[src/icache_way_ram.sv]
`default_nettype none

module icache_way_ram #(
    parameter type entry_t     = logic,
    parameter int  depth_width = 4
) (
    input  logic                   clk,
    input  logic [depth_width-1:0] raddr,
    output entry_t                 rdata,
    input  logic [depth_width-1:0] waddr,
    input  entry_t                 wdata,
    input  logic                   we
);

    localparam int depth = 1 << depth_width;

    ////////////////////////////////////////////////////////////////////////
    // storage for one way
    ////////////////////////////////////////////////////////////////////////

    entry_t mem_q [depth];

    // write port, refill only
    always_ff @(posedge clk) begin
        if (we) begin
            mem_q[waddr] <= wdata;
        end
    end

    // registered read, data shows up the cycle after the address
    // same-address read during write returns the old entry
    always_ff @(posedge clk) begin
        rdata <= mem_q[raddr];
    end

endmodule

`default_nettype wire

[config.mk]
export PLATFORM = sky130hd
export DESIGN_NAME = icache_way_ram
export DESIGN_NICKNAME = d
export VERILOG_FILES = /design/src/icache_way_ram.sv
export SDC_FILE = /design/constraint.sdc
export NUM_CORES = 1
export LEC_CHECK = 0
export BUFFER_PORTS_ARGS = -buffer_cell sky130_fd_sc_hd__clkbuf_2
export CELL_PAD_IN_SITES_DETAIL_PLACEMENT = 2
export CELL_PAD_IN_SITES_GLOBAL_PLACEMENT = 2
export CORE_UTILIZATION = 37
export DETAILED_ROUTE_END_ITERATION = 6
export GPL_TIMING_DRIVEN = 0
export PLACE_DENSITY_LB_ADDON = 0.1
export SETUP_SLACK_MARGIN = 0.02
export SKIP_LAST_GASP = 1
export SLEW_MARGIN = 10
export SYNTH_ARGS = -nofsm -noshare
export SYNTH_HDL_FRONTEND = slang
export SYNTH_SLANG_ARGS = --single-unit
[constraint.sdc]
create_clock -name clk -period 1.5 [get_ports clk]
set_clock_uncertainty 0.15 [all_clocks]
set_input_delay 0.15 -clock clk [delete_from_list [all_inputs] [get_ports clk]]
set_output_delay 0.15 -clock clk [all_outputs]
set_load 0.02 [all_outputs]
==> summary.md, run 1 <==
| Metric | Value |
|---|---|
| Status | finished clean |
| CP Class | register to register |
| CTS tree | built |
| Post-Layout Cell Count | 88 |
| Final Util | 0.4757 |
| Layout cells sized above 1 | 0.2857 |
| Pint | 0.6688 mW |
| FILL cells | 198 |
| Switching power | 0.1888 mW |
| Cell count after placement | 83 |
| Routed len/inst | 17.53 µm |
| Crit path cell chain | mux4_1 > mux2i_1 > mux2i_1 |
| I/O pin cnt | 12 |
| CP dominant cell by count | mux2i_1 |
| Power per cell area | 1001 nW/µm² |
| Clk Latency, worst-skew pair | 0.29 ns |
| VDD IR max | 0.4555 mV |
| GRT overflow | 0 |
| Net Sw Frac | 0.2201 |
| Pleak | 0.2974 nW |
| Fin Hold WS | 0.06179 ns |
| Syn Inst Count | 47 |
| CTS Root Cell | clkbuf_4 |
| EDFF count, synth | 16 |
| Vias in the first global route | 506 |
| Seq/Total Area, Yosys | 0.6711 |
| Total of max-cap violations | 0 |
| Setup WS pre-CTS | 0.04068 ns |
| Crit path time final | 1.384 ns |
| Syn_area_per_cell | 15.87 µm² |
| Fin worst setup slack | 0.1156 ns |
| Row cnt | 15 |
| Die area | 2199 µm² |
| Fin. Hold Viols | 0 |
| Rel. slew slack | 0.8067 |
| Min-Delay Path Class | input port to register |
| Asr flop ratio synth | 0 |
| N_diodes | 0 |
| H-tree depth | 1 |
| Required time of the critical path | 1.53 ns |
| Total GRT Usage | 0.1702 |
| Post-CTS setup buffers | 0 |
| Synthesis-to-finish area growth | 14.93% |
| Slew of the pin with the lowest slew margin | 0.2900 ns |
| First-pass GRT wire length | 2.346 mm |
| Multi-input gate area | 234.0 µm² |
| Crit path max-delay cell type | mux4_1 |
| Leading area contributor after synthesis | edfxtp_1 |
| Initial antenna violation count | 0 |
| Initial drt markers | 15 |
| DRT Pass-1 Iters | 4 |
| RSZ-0062 raised after global routing | no |
| Fin nets | 75 |
| Largest net degree at the start of global routing | 17 |
| Yosys top cell area share | 0.6443 |
| Die height | 46.90 µm |
| DP Area | 832.0 µm² |
| Final WL | 1.543 mm |
| Post-synth top cells | edfxtp_1 (16), nor2_1 (12), mux4_1 (4), nor3_1 (4), mux2i_1 (3) |
| Slew Limit Fails | 0 |
| Combinational Power Share | 0.093 |
| Dpl hpwl | 1.175 mm |
| Antenna-violating nets left | 0 |
| Clock Sinks | 17 |
| Clk network pwr share | 0.284 |
| Crit-path max FO | 1 |
| Top-count cell post-synth | edfxtp_1 |
| Clock slew at reported path FFs | 0.10 ns |
| DRC | 0 |
| Die width | 46.90 µm |
| Total CTS buffers | 3 |
| Syn Nets | 58 |
| Port buffer count | 11 |
| Nature of the critical path endpoint | register |
| Number of synthesis warnings | 0 |
| Register area | 500.5 µm² |
| FMAX | 722.3 MHz |
| Top cells by area, synth | edfxtp_1 (64%), mux4_1 (14%), nor2_1 (6.0%) |
| Ys flop type | edfxtp_1 |
| CP startpoint kind | register |
| CTS max path bufs | 2 |
| Post-synth cell types | 11 |
| Total power | 0.8576 mW |
| Routability cong. | 0.7472 |
| Period utilization | 0.9229 |
| Core area | 1802 µm² |
| Max incr delay on CP | 0.52 ns |
| Vias per cell | 5.295 |
| Final setup TNS | 0 ns |
| Crit path DAT | 1.41 ns |
| Initial Util | 0.4139 |
| Mapped cell area | 745.7 µm² |
| Final Setup Violations | 0 |
| Post-route cell area | 857.1 µm² |
| Sequential share of power | 0.622 |
| #FFs+latches synth | 17 |
| Vias | 466 |
-- per-layer routing --
layer	share of wire	track usage	vias to the layer above
met5	0	0	-
met2	0.52	0.2917	16
li1	-	-	214
met4	0.017	0.1029	0
met3	0.034	0.03462	4
met1	0.43	0.1955	232
-- logic make-up (layout without fill, tap and decap cells) --
kind of cell | count (synthesis) | count (layout) | share of synthesized area
multiplexers | 7 | 7 | 0.1812
AND/OR/NAND/NOR | 23 | 23 | 0.1476
flip-flops | 17 | 17 | 0.6711
buffers and inverters | 0 | 16 | 0
-- cells in the final DEF, fill, tap and decap left out, drive strengths merged, types with 2 or more instances in the layout --
cell and instances:
edfxtp 16, mux4 4, clkbuf 15, nor3 4, nand3b 2, mux2i 3, nor2 12, nand2b 2
-- registers in the layout, indices dropped and copies added (netlist names) --
name / flops
mem_q: 16
rdata: 1
-- worst paths after layout --
kind	start	endpoint	slack (ns)	cells after the start
setup / recovery	mem_q[5]$_DFFE_PP_	rdata$_DFF_P_	0.12	3
hold reg to reg	mem_q[7]$_DFFE_PP_	rdata$_DFF_P_	0.64	3
setup reg to reg	mem_q[5]$_DFFE_PP_	rdata$_DFF_P_	0.12	3
hold / removal	raddr[3]	rdata$_DFF_P_	0.06	3
-- area by class of cell --
| type | count | area share |
|---|---|---|
| flip-flops and latches | 17 | 0.5839 |
| multi-input cells | 30 | 0.2730 |
| repair buffers | 12 | 0.07591 |
| well taps | 25 | 0.03650 |
| clock buffers | 4 | 0.03066 |
-- what timing repair did --
action / CTS / global route
setup endpoints to repair: 0 / 1
gates resized for setup: 0 / 3
hold endpoints to repair: 1 / 0
hold buffers: 1 / 0
-- power groups by stage --
stage	logic (mW)	clock network, mW	registers, mW
after floorplan	0.0327	0	0.547
after global placement	0.0710	0	0.543
after detailed placement	0.0786	0	0.545
after CTS	0.0808	0.254	0.534
after global routing	0.0891	0.273	0.535
final	0.0801	0.244	0.534
-- critical path, delay by kind of cell (launching register included) --
family / cells / cell delay (ns)
multiplexers: 3 / 0.75
flip-flops: 1 / 0.38
Power figures use the tool's default switching activity.
==> inputs of run 2 (changes only) <==
--- a/config.mk
+++ b/config.mk
@@ -8,6 +8,7 @@
 export BUFFER_PORTS_ARGS = -buffer_cell sky130_fd_sc_hd__clkbuf_2
 export CELL_PAD_IN_SITES_DETAIL_PLACEMENT = 2
 export CELL_PAD_IN_SITES_GLOBAL_PLACEMENT = 2
+export CORE_MARGIN = 2
 export CORE_UTILIZATION = 37
 export DETAILED_ROUTE_END_ITERATION = 6
 export GPL_TIMING_DRIVEN = 0
==> run 2 against run 1 <==
Against the previous run: sequential share of layout area fell by 1.0 points; routed wire length is 8.6% lower; final area grew 1.8%; die area up 8.7%; largest cell class unchanged; total power down 0.16%; global-route usage decreased by 2.7 points; utilization decreased by 2.2 points; non-clock buffer count unchanged; flip-flop and latch count unchanged; via count fell by 3.6%; register-to-register slack hardly changed.
==> summary.md, run 2 (synthesis gave the netlist of run 1 again) <==
| Metric | Value |
|---|---|
| Max reg flops | 16 (unchanged) |
| Power per cell area | 981.8 nW/µm² (was 1001 nW/µm²) |
| Vias per cell | 4.989 (was 5.295) |
| CP Class | register to register (unchanged) |
| Crit path cell chain | mux4_1 > mux2i_1 > mux2i_1 (unchanged) |
| CTS max path bufs | 2 (unchanged) |
| N_diodes | 0 (unchanged) |
| Period utilization | 0.9278 (was 0.9229) |
| Fin nets | 75 (unchanged) |
| Layout cells sized above 1 | 0.2540 (was 0.2857) |
| Antenna-violating nets left | 0 (unchanged) |
| Crit-path max FO | 1 (unchanged) |
| Grt met2 use | 0.2329 (was 0.2917) |
| Nature of the critical path endpoint | register (unchanged) |
| Dpl hpwl | 1.102 mm (was 1.175 mm) |
| CP dominant cell by count | mux2i_1 (unchanged) |
| Slew Limit Fails | 0 (unchanged) |
| Crit path time final | 1.392 ns (was 1.384 ns) |
| Reg-to-Reg End | rdata$_DFF_P_ (unchanged) |
| Row cnt | 16 (was 15) |
| Total of max-cap violations | 0 (unchanged) |
| Initial antenna violation count | 0 (unchanged) |
| Top reg by flops | mem_q (unchanged) |
| Core area | 1922 µm² (was 1802 µm²) |
| Port buffer count | 11 (unchanged) |
| Max incr delay on CP | 0.50 ns (was 0.52 ns) |
| Final setup TNS | 0 ns (unchanged) |
| FMAX | 718.5 MHz (was 722.3 MHz) |
| Crit path max-delay cell type | mux4_1 (unchanged) |
| FILL cells | 200 (was 198) |
| Initial Util | 0.3880 (was 0.4139) |
| Largest net degree at the start of global routing | 17 (unchanged) |
| Vias | 449 (was 466) |
| Crit path buf inv count | 0 (unchanged) |
| RSZ-0062 raised after global routing | no (unchanged) |
| Clk Latency, worst-skew pair | 0.29 ns (about the same) |
| GR Util met3 | 0.02454 (was 0.03462) |
| Final Util | 0.4538 (was 0.4757) |
| Die height | 48.90 µm (was 46.90 µm) |
| Commonest non-fill, non-tap cells in the layout | edfxtp_1 (16), nor2_1 (12), clkbuf_2 (11), nor3_1 (4), mux4_1 (4) (was edfxtp_1 (16), nor2_1 (12), clkbuf_2 (11), nor3_1 (4)) |
| DRT Pass-1 Iters | 3 (was 4) |
| Largest regs | mem_q x16, rdata x1 (unchanged) |
| Clock Sinks | 17 (unchanged) |
| CTS Root Cell | clkbuf_4 (unchanged) |
| Worst R2R Path Depth | 3 (unchanged) |
| CP startpoint kind | register (unchanged) |
| R2R Setup Slk | 0.11 ns (was 0.12 ns) |
| Met1 usage | 0.1848 (was 0.1955) |
| Rel. slew slack | 0.8121 (was 0.8067) |
| CTS Hold Bufs | 1 (unchanged) |
| GRT overflow | 0 (unchanged) |
| Worst r2r src | mem_q[9]$_DFFE_PP_ (was mem_q[5]$_DFFE_PP_) |
| Final Setup Violations | 0 (unchanged) |
| Routed len/inst | 15.67 µm (was 17.53 µm) |
| Final WL | 1.410 mm (was 1.543 mm) |
| DRC | 0 (unchanged) |
| Critical path's top delay family | multiplexers (unchanged) |
| Total GRT Usage | 0.1430 (was 0.1702) |
| Commonest non-fill, non-tap cell in the layout | edfxtp_1 (unchanged) |
| Initial drt markers | 5 (was 15) |
| Post-CTS setup buffers | 0 (unchanged) |
| Hold Startpoint | raddr[3] (unchanged) |
| Status | finished clean (unchanged) |
| Clock slew at reported path FFs | 0.10 ns (about the same) |
| Post-CTS sizing | 0 (unchanged) |
| VDD IR max | 0.5885 mV (was 0.4555 mV) |
| Crit path DAT | 1.43 ns (was 1.41 ns) |
| Worst Hold Endpoint | rdata$_DFF_P_ (unchanged) |
| Min-Delay Path Class | input port to register (unchanged) |
| Slew of the pin with the lowest slew margin | 0.2819 ns (was 0.2900 ns) |
| Vias in the first global route | 499 (was 506) |
| Die width | 48.90 µm (was 46.90 µm) |
| First-pass GRT wire length | 2.428 mm (was 2.346 mm) |
| Total CTS buffers | 3 (unchanged) |
| Required time of the critical path | 1.54 ns (was 1.53 ns) |
| Synthesis-to-finish area growth | 16.95% (was 14.93%) |
| Pleak | 0.3125 nW (was 0.2974 nW) |
| I/O pin cnt | 12 (unchanged) |
| Busiest grt layer | met2 (unchanged) |
| CTS tree | built (unchanged) |
| Routability cong. | 0.6865 (was 0.7472) |
| Fin. Hold Viols | 0 (unchanged) |
| H-tree depth | 1 (unchanged) |
| Hold depth | 3 (unchanged) |
| Die area | 2391 µm² (was 2199 µm²) |
[run 2: changes by cell type in the layout (fill, tap and decap cells not counted), sizes merged]
cell	before	now
clkbuf	15	14
clkinv	0	1
[run 2: power breakdown]
| part | switching, mW | internal, mW | leakage (nW) | total (mW) |
|---|---|---|---|---|
| registers | 0.00294 | 0.530 | 0.153 | 0.533 |
| logic | 0.0426 | 0.0342 | 0.142 | 0.0768 |
| clock network | 0.147 | 0.0990 | 0.0177 | 0.246 |
| total | 0.193 | 0.664 | 0.312 | 0.856 |
[run 2: worst max path at each step]
stage,from,end,slack (ns),depth (start not counted)
after floorplan,mem_q[13]$_DFFE_PP_,rdata$_DFF_P_,0.22,3
after global placement,waddr[2],mem_q[0]$_DFFE_PP_,0.07,3
after detailed placement,waddr[2],mem_q[0]$_DFFE_PP_,0.05,3
after CTS,mem_q[9]$_DFFE_PP_,rdata$_DFF_P_,0.06,3
after global routing,mem_q[9]$_DFFE_PP_,rdata$_DFF_P_,0.03,3
final,mem_q[9]$_DFFE_PP_,rdata$_DFF_P_,0.11,3
[run 2: area by class of cell]
type | instances | area [µm²] | share of cell area
sequential | 17 | 500.5 | 0.5739
clock inverter | 1 | 5.005 | 0.005739
clock buffer | 3 | 22.52 | 0.02582
multi-input combinational | 30 | 245.2 | 0.2812
timing repair buffer | 12 | 65.06 | 0.07461
tap | 27 | 33.78 | 0.03874
[run 2: worst min-delay path: stages]
cell and delay, ns:
clkbuf_2 0.12, mux2i_1 0.07, mux2i_1 0.12
[run 2: layer usage]
| layer | vias to the layer above | share of wire |
|---|---|---|
| li1 | 219 | - |
| met1 | 218 | 0.46 |
| met2 | 12 | 0.50 |
| met3 | 0 | 0.039 |
| met4 | 0 | 0 |
| met5 | - | 0 |
[run 2: per-stage QoR]
step	cell area, µm²	hold WS (ns)	std cells	power, mW	setup slack, ns
global placement	834.6	0.2117	85	0.6173	0.06804
global route	872.1	0.09004	90	0.9045	0.03034
finish	872.1	0.06040	90	0.8562	0.1083
CTS	872.1	0.06405	90	0.8659	0.06369
detailed placement	834.6	0.2203	85	0.6213	0.04661
floorplan	745.7	0.09887	47	0.5800	0.2154
==> inputs of run 3 (changes only) <==
--- a/config.mk
+++ b/config.mk
@@ -9,10 +9,10 @@
 export CELL_PAD_IN_SITES_DETAIL_PLACEMENT = 2
 export CELL_PAD_IN_SITES_GLOBAL_PLACEMENT = 2
 export CORE_MARGIN = 2
-export CORE_UTILIZATION = 37
+export CORE_UTILIZATION = 34
 export DETAILED_ROUTE_END_ITERATION = 6
 export GPL_TIMING_DRIVEN = 0
-export PLACE_DENSITY_LB_ADDON = 0.1
+export PLACE_DENSITY = 0.79
 export SETUP_SLACK_MARGIN = 0.02
 export SKIP_LAST_GASP = 1
 export SLEW_MARGIN = 10
==> constraint.sdc (replaced) <==
create_clock -name clk -period 1.2 [get_ports clk]
set_clock_uncertainty 0.15 [all_clocks]
set_input_delay 0.12 -clock clk [delete_from_list [all_inputs] [get_ports clk]]
set_output_delay 0.12 -clock clk [all_outputs]
set_load 0.02 [all_outputs]
==> run 3 against run 2 <==
Against the previous run: the run now ends with setup timing left; sequential power increased by 25%; final area decreased by 1.0%; global-route usage decreased by 1.3 points; register-to-register slack got worse by 0.31 ns; worst setup slack got worse by 0.31 ns; flip-flop and latch count unchanged; largest power group unchanged; total power increased by 24%; first-iteration DRC count increased to 2.8 times the previous value; cell count unchanged; routed wire length decreased by 3.3%; die area increased by 8.1%; combinational power increased by 30%.
==> summary.md, run 3 (synthesis gave the netlist of run 1 again) <==
| Metric | Value |
|---|---|
| CP startpoint kind | register (unchanged) |
| Total GRT Usage | 0.1301 (was 0.1430) |
| Clock slew at reported path FFs | 0.09 ns (was 0.10 ns) |
| Pleak | 0.2956 nW (was 0.3125 nW) |
| Critical Path Stages | 3 (unchanged) |
| RSZ-0062 raised after global routing | yes (was no) |
| Min-Delay Path Class | input port to register (unchanged) |
| Hold depth | 3 (unchanged) |
| Initial antenna violation count | 0 (unchanged) |
| FMAX | 712.6 MHz (was 718.5 MHz) |
| Clk Latency, worst-skew pair | 0.28 ns (was 0.29 ns) |
| Largest net degree at the start of global routing | 17 (unchanged) |
| Required time of the critical path | 1.22 ns (was 1.54 ns) |
| Max reg flops | 16 (unchanged) |
| Fin. Hold Viols | 0 (unchanged) |
| Routed len/inst | 15.16 µm (was 15.67 µm) |
| Final Setup Violations | 1 (was 0) |
| Synthesis-to-finish area growth | 15.77% (was 16.95%) |
| Slew Limit Fails | 0 (unchanged) |
| Die height | 50.83 µm (was 48.90 µm) |
| Crit-path max FO | 1 (unchanged) |
| Worst Hold Endpoint | rdata$_DFF_P_ (unchanged) |
| Initial Util | 0.3688 (was 0.3880) |
| Period utilization | 1.169 (was 0.9278) |
| Die area | 2584 µm² (was 2391 µm²) |
| CTS tree | built (unchanged) |
| Cell count after placement | 85 (unchanged) |
| Nature of the critical path endpoint | register (unchanged) |
| DRT Pass-1 Iters | 4 (was 3) |
| Top reg by flops | mem_q (unchanged) |
| R2R Setup Slk | -0.20 ns (was 0.11 ns) |
| Worst R2R Path Depth | 3 (unchanged) |
| Clock Sinks | 17 (unchanged) |
| Vias per cell | 4.678 (was 4.989) |
| Total power | 1.060 mW (was 0.8562 mW) |
| N_diodes | 0 (unchanged) |
| Crit path time final | 1.403 ns (was 1.392 ns) |
| Crit path max-delay cell type | mux4_2 (was mux4_1) |
| Violated checks | setup timing |
| Crit path buf inv count | 0 (unchanged) |
| Dpl hpwl | 1.114 mm (was 1.102 mm) |
| Routability cong. | 0.6963 (was 0.6865) |
| Power per cell area | 1228 nW/µm² (was 981.8 nW/µm²) |
| Status | finished with violations (was finished clean) |
| CTS max path bufs | 2 (unchanged) |
| Hold Startpoint | raddr[3] (unchanged) |
| Fin worst setup slack | -0.2034 ns (was 0.1083 ns) |
| Final WL | 1.364 mm (was 1.410 mm) |
| Commonest non-fill, non-tap cell in the layout | edfxtp_1 (unchanged) |
| Post-Layout Cell Count | 90 (unchanged) |
| Layout cells sized above 1 | 0.3175 (was 0.2540) |
| First-pass GRT wire length | 2.387 mm (was 2.428 mm) |
| Largest regs | mem_q x16, rdata x1 (unchanged) |
| Antenna-violating nets left | 0 (unchanged) |
| Commonest non-fill, non-tap cells in the layout | edfxtp_1 (16), nor2_1 (12), clkbuf_2 (11), mux4_2 (4) (was edfxtp_1 (16), nor2_1 (12), clkbuf_2 (11), nor3_1 (4), mux4_1 (4)) |
| Die width | 50.83 µm (was 48.90 µm) |
| H-tree depth | 1 (unchanged) |
| Row cnt | 16 (unchanged) |
| Crit path cell chain | mux4_2 > mux2i_1 > mux2i_1 (was mux4_1 > mux2i_1 > mux2i_1) |
| Total of max-cap violations | 0 (unchanged) |
| Crit path DAT | 1.42 ns (was 1.43 ns) |
| GRT overflow | 0 (unchanged) |
| DRC | 0 (unchanged) |
| Port buffer count | 11 (unchanged) |
| CP Class | register to register (unchanged) |
| Total CTS buffers | 3 (unchanged) |
| CTS Root Cell | clkbuf_4 (unchanged) |
| Initial drt markers | 14 (was 5) |
| Final Util | 0.4270 (was 0.4538) |
| Rel. slew slack | 0.7975 (was 0.8121) |
| Worst r2r src | mem_q[15]$_DFFE_PP_ (was mem_q[9]$_DFFE_PP_) |
| Fin nets | 75 (unchanged) |
| Post-CTS sizing | 0 (unchanged) |
| Vias | 421 (was 449) |
| CP dominant cell by count | mux2i_1 (unchanged) |
| Slew of the pin with the lowest slew margin | 0.3015 ns (was 0.2819 ns) |
| Max incr delay on CP | 0.47 ns (was 0.50 ns) |
| Post-CTS setup buffers | 0 (unchanged) |
| Critical path's top delay family | multiplexers (unchanged) |
| Core area | 2022 µm² (was 1922 µm²) |
| I/O pin cnt | 12 (unchanged) |
| Setup WS pre-CTS | -0.2277 ns (was 0.04661 ns) |
| Vias in the first global route | 468 (was 499) |
| Reg-to-Reg End | rdata$_DFF_P_ (unchanged) |
| VDD IR max | 0.5472 mV (was 0.5885 mV) |
[run 3: cell types whose count changed in the layout (fill, tap and decap cells not counted)]
cell	delta
clkbuf_1	+1
mux4_2	+4
clkinv_2	-1
or3b_4	+1
nor3_1	-1
nor3_2	+1
mux4_1	-4
or3b_2	-1
[run 3: stage by stage]
| step | hold slack (ns) | TNS (ns) | area, µm² |
|---|---|---|---|
| after global routing | 0.08670 | -0.2696 | 863.3 |
| final | 0.05491 | -0.2034 | 863.3 |
| after detailed placement | 0.2088 | -0.5459 | 827.0 |
| after global placement | 0.1735 | -0.2004 | 827.0 |
| after floorplan | 0.06887 | -0.05398 | 738.2 |
| after CTS | 0.07980 | -0.2226 | 863.3 |
[run 3: what timing repair did]
action | 4_1_cts | 5_1_grt
hold endpoints to repair | 1 | 0
hold buffers | 1 | 0
setup endpoints to repair | 1 | 1
[run 3: routing by layer]
| layer | GRT usage | wire (µm) | vias to the layer above |
|---|---|---|---|
| met5 | 0 | 0 | - |
| met4 | 0.05405 | 20 | 0 |
| met3 | 0.008772 | 54 | 2 |
| met2 | 0.2018 | 660 | 14 |
| met1 | 0.1907 | 629 | 193 |
| li1 | - | - | 212 |
[run 3: tightest hold or removal path, cell delays in order]
cell and delay, ns:
clkbuf_2 0.11, mux2i_1 0.07, mux2i_1 0.14
[run 3: layout make-up]
class                   count  area, µm²
well taps                  27      33.78
flip-flops and latches     17      500.5
clock buffers               4      26.28
multi-input cells          30      237.7
fillers                   209       1159
repair buffers             12      65.06
[run 3: how the worst max path moves through the flow]
stage / start / to / slack, ns
4_1_cts: mem_q[15]$_DFFE_PP_ / rdata$_DFF_P_ / -0.22
3_5_place_dp: mem_q[15]$_DFFE_PP_ / rdata$_DFF_P_ / -0.23
6_report: mem_q[15]$_DFFE_PP_ / rdata$_DFF_P_ / -0.20
3_3_place_gp: raddr[0] / rdata$_DFF_P_ / -0.12
5_1_grt: mem_q[15]$_DFFE_PP_ / rdata$_DFF_P_ / -0.27
2_1_floorplan: mem_q[15]$_DFFE_PP_ / rdata$_DFF_P_ / -0.05
[run 3: where the power goes]
group | internal (mW) | leakage [nW] | total, mW | switching (mW)
clock | 0.129 | 0.0150 | 0.293 | 0.164
sequential | 0.663 | 0.153 | 0.667 | 0.00430
combinational | 0.0453 | 0.128 | 0.0999 | 0.0547
total | 0.837 | 0.296 | 1.06 | 0.223
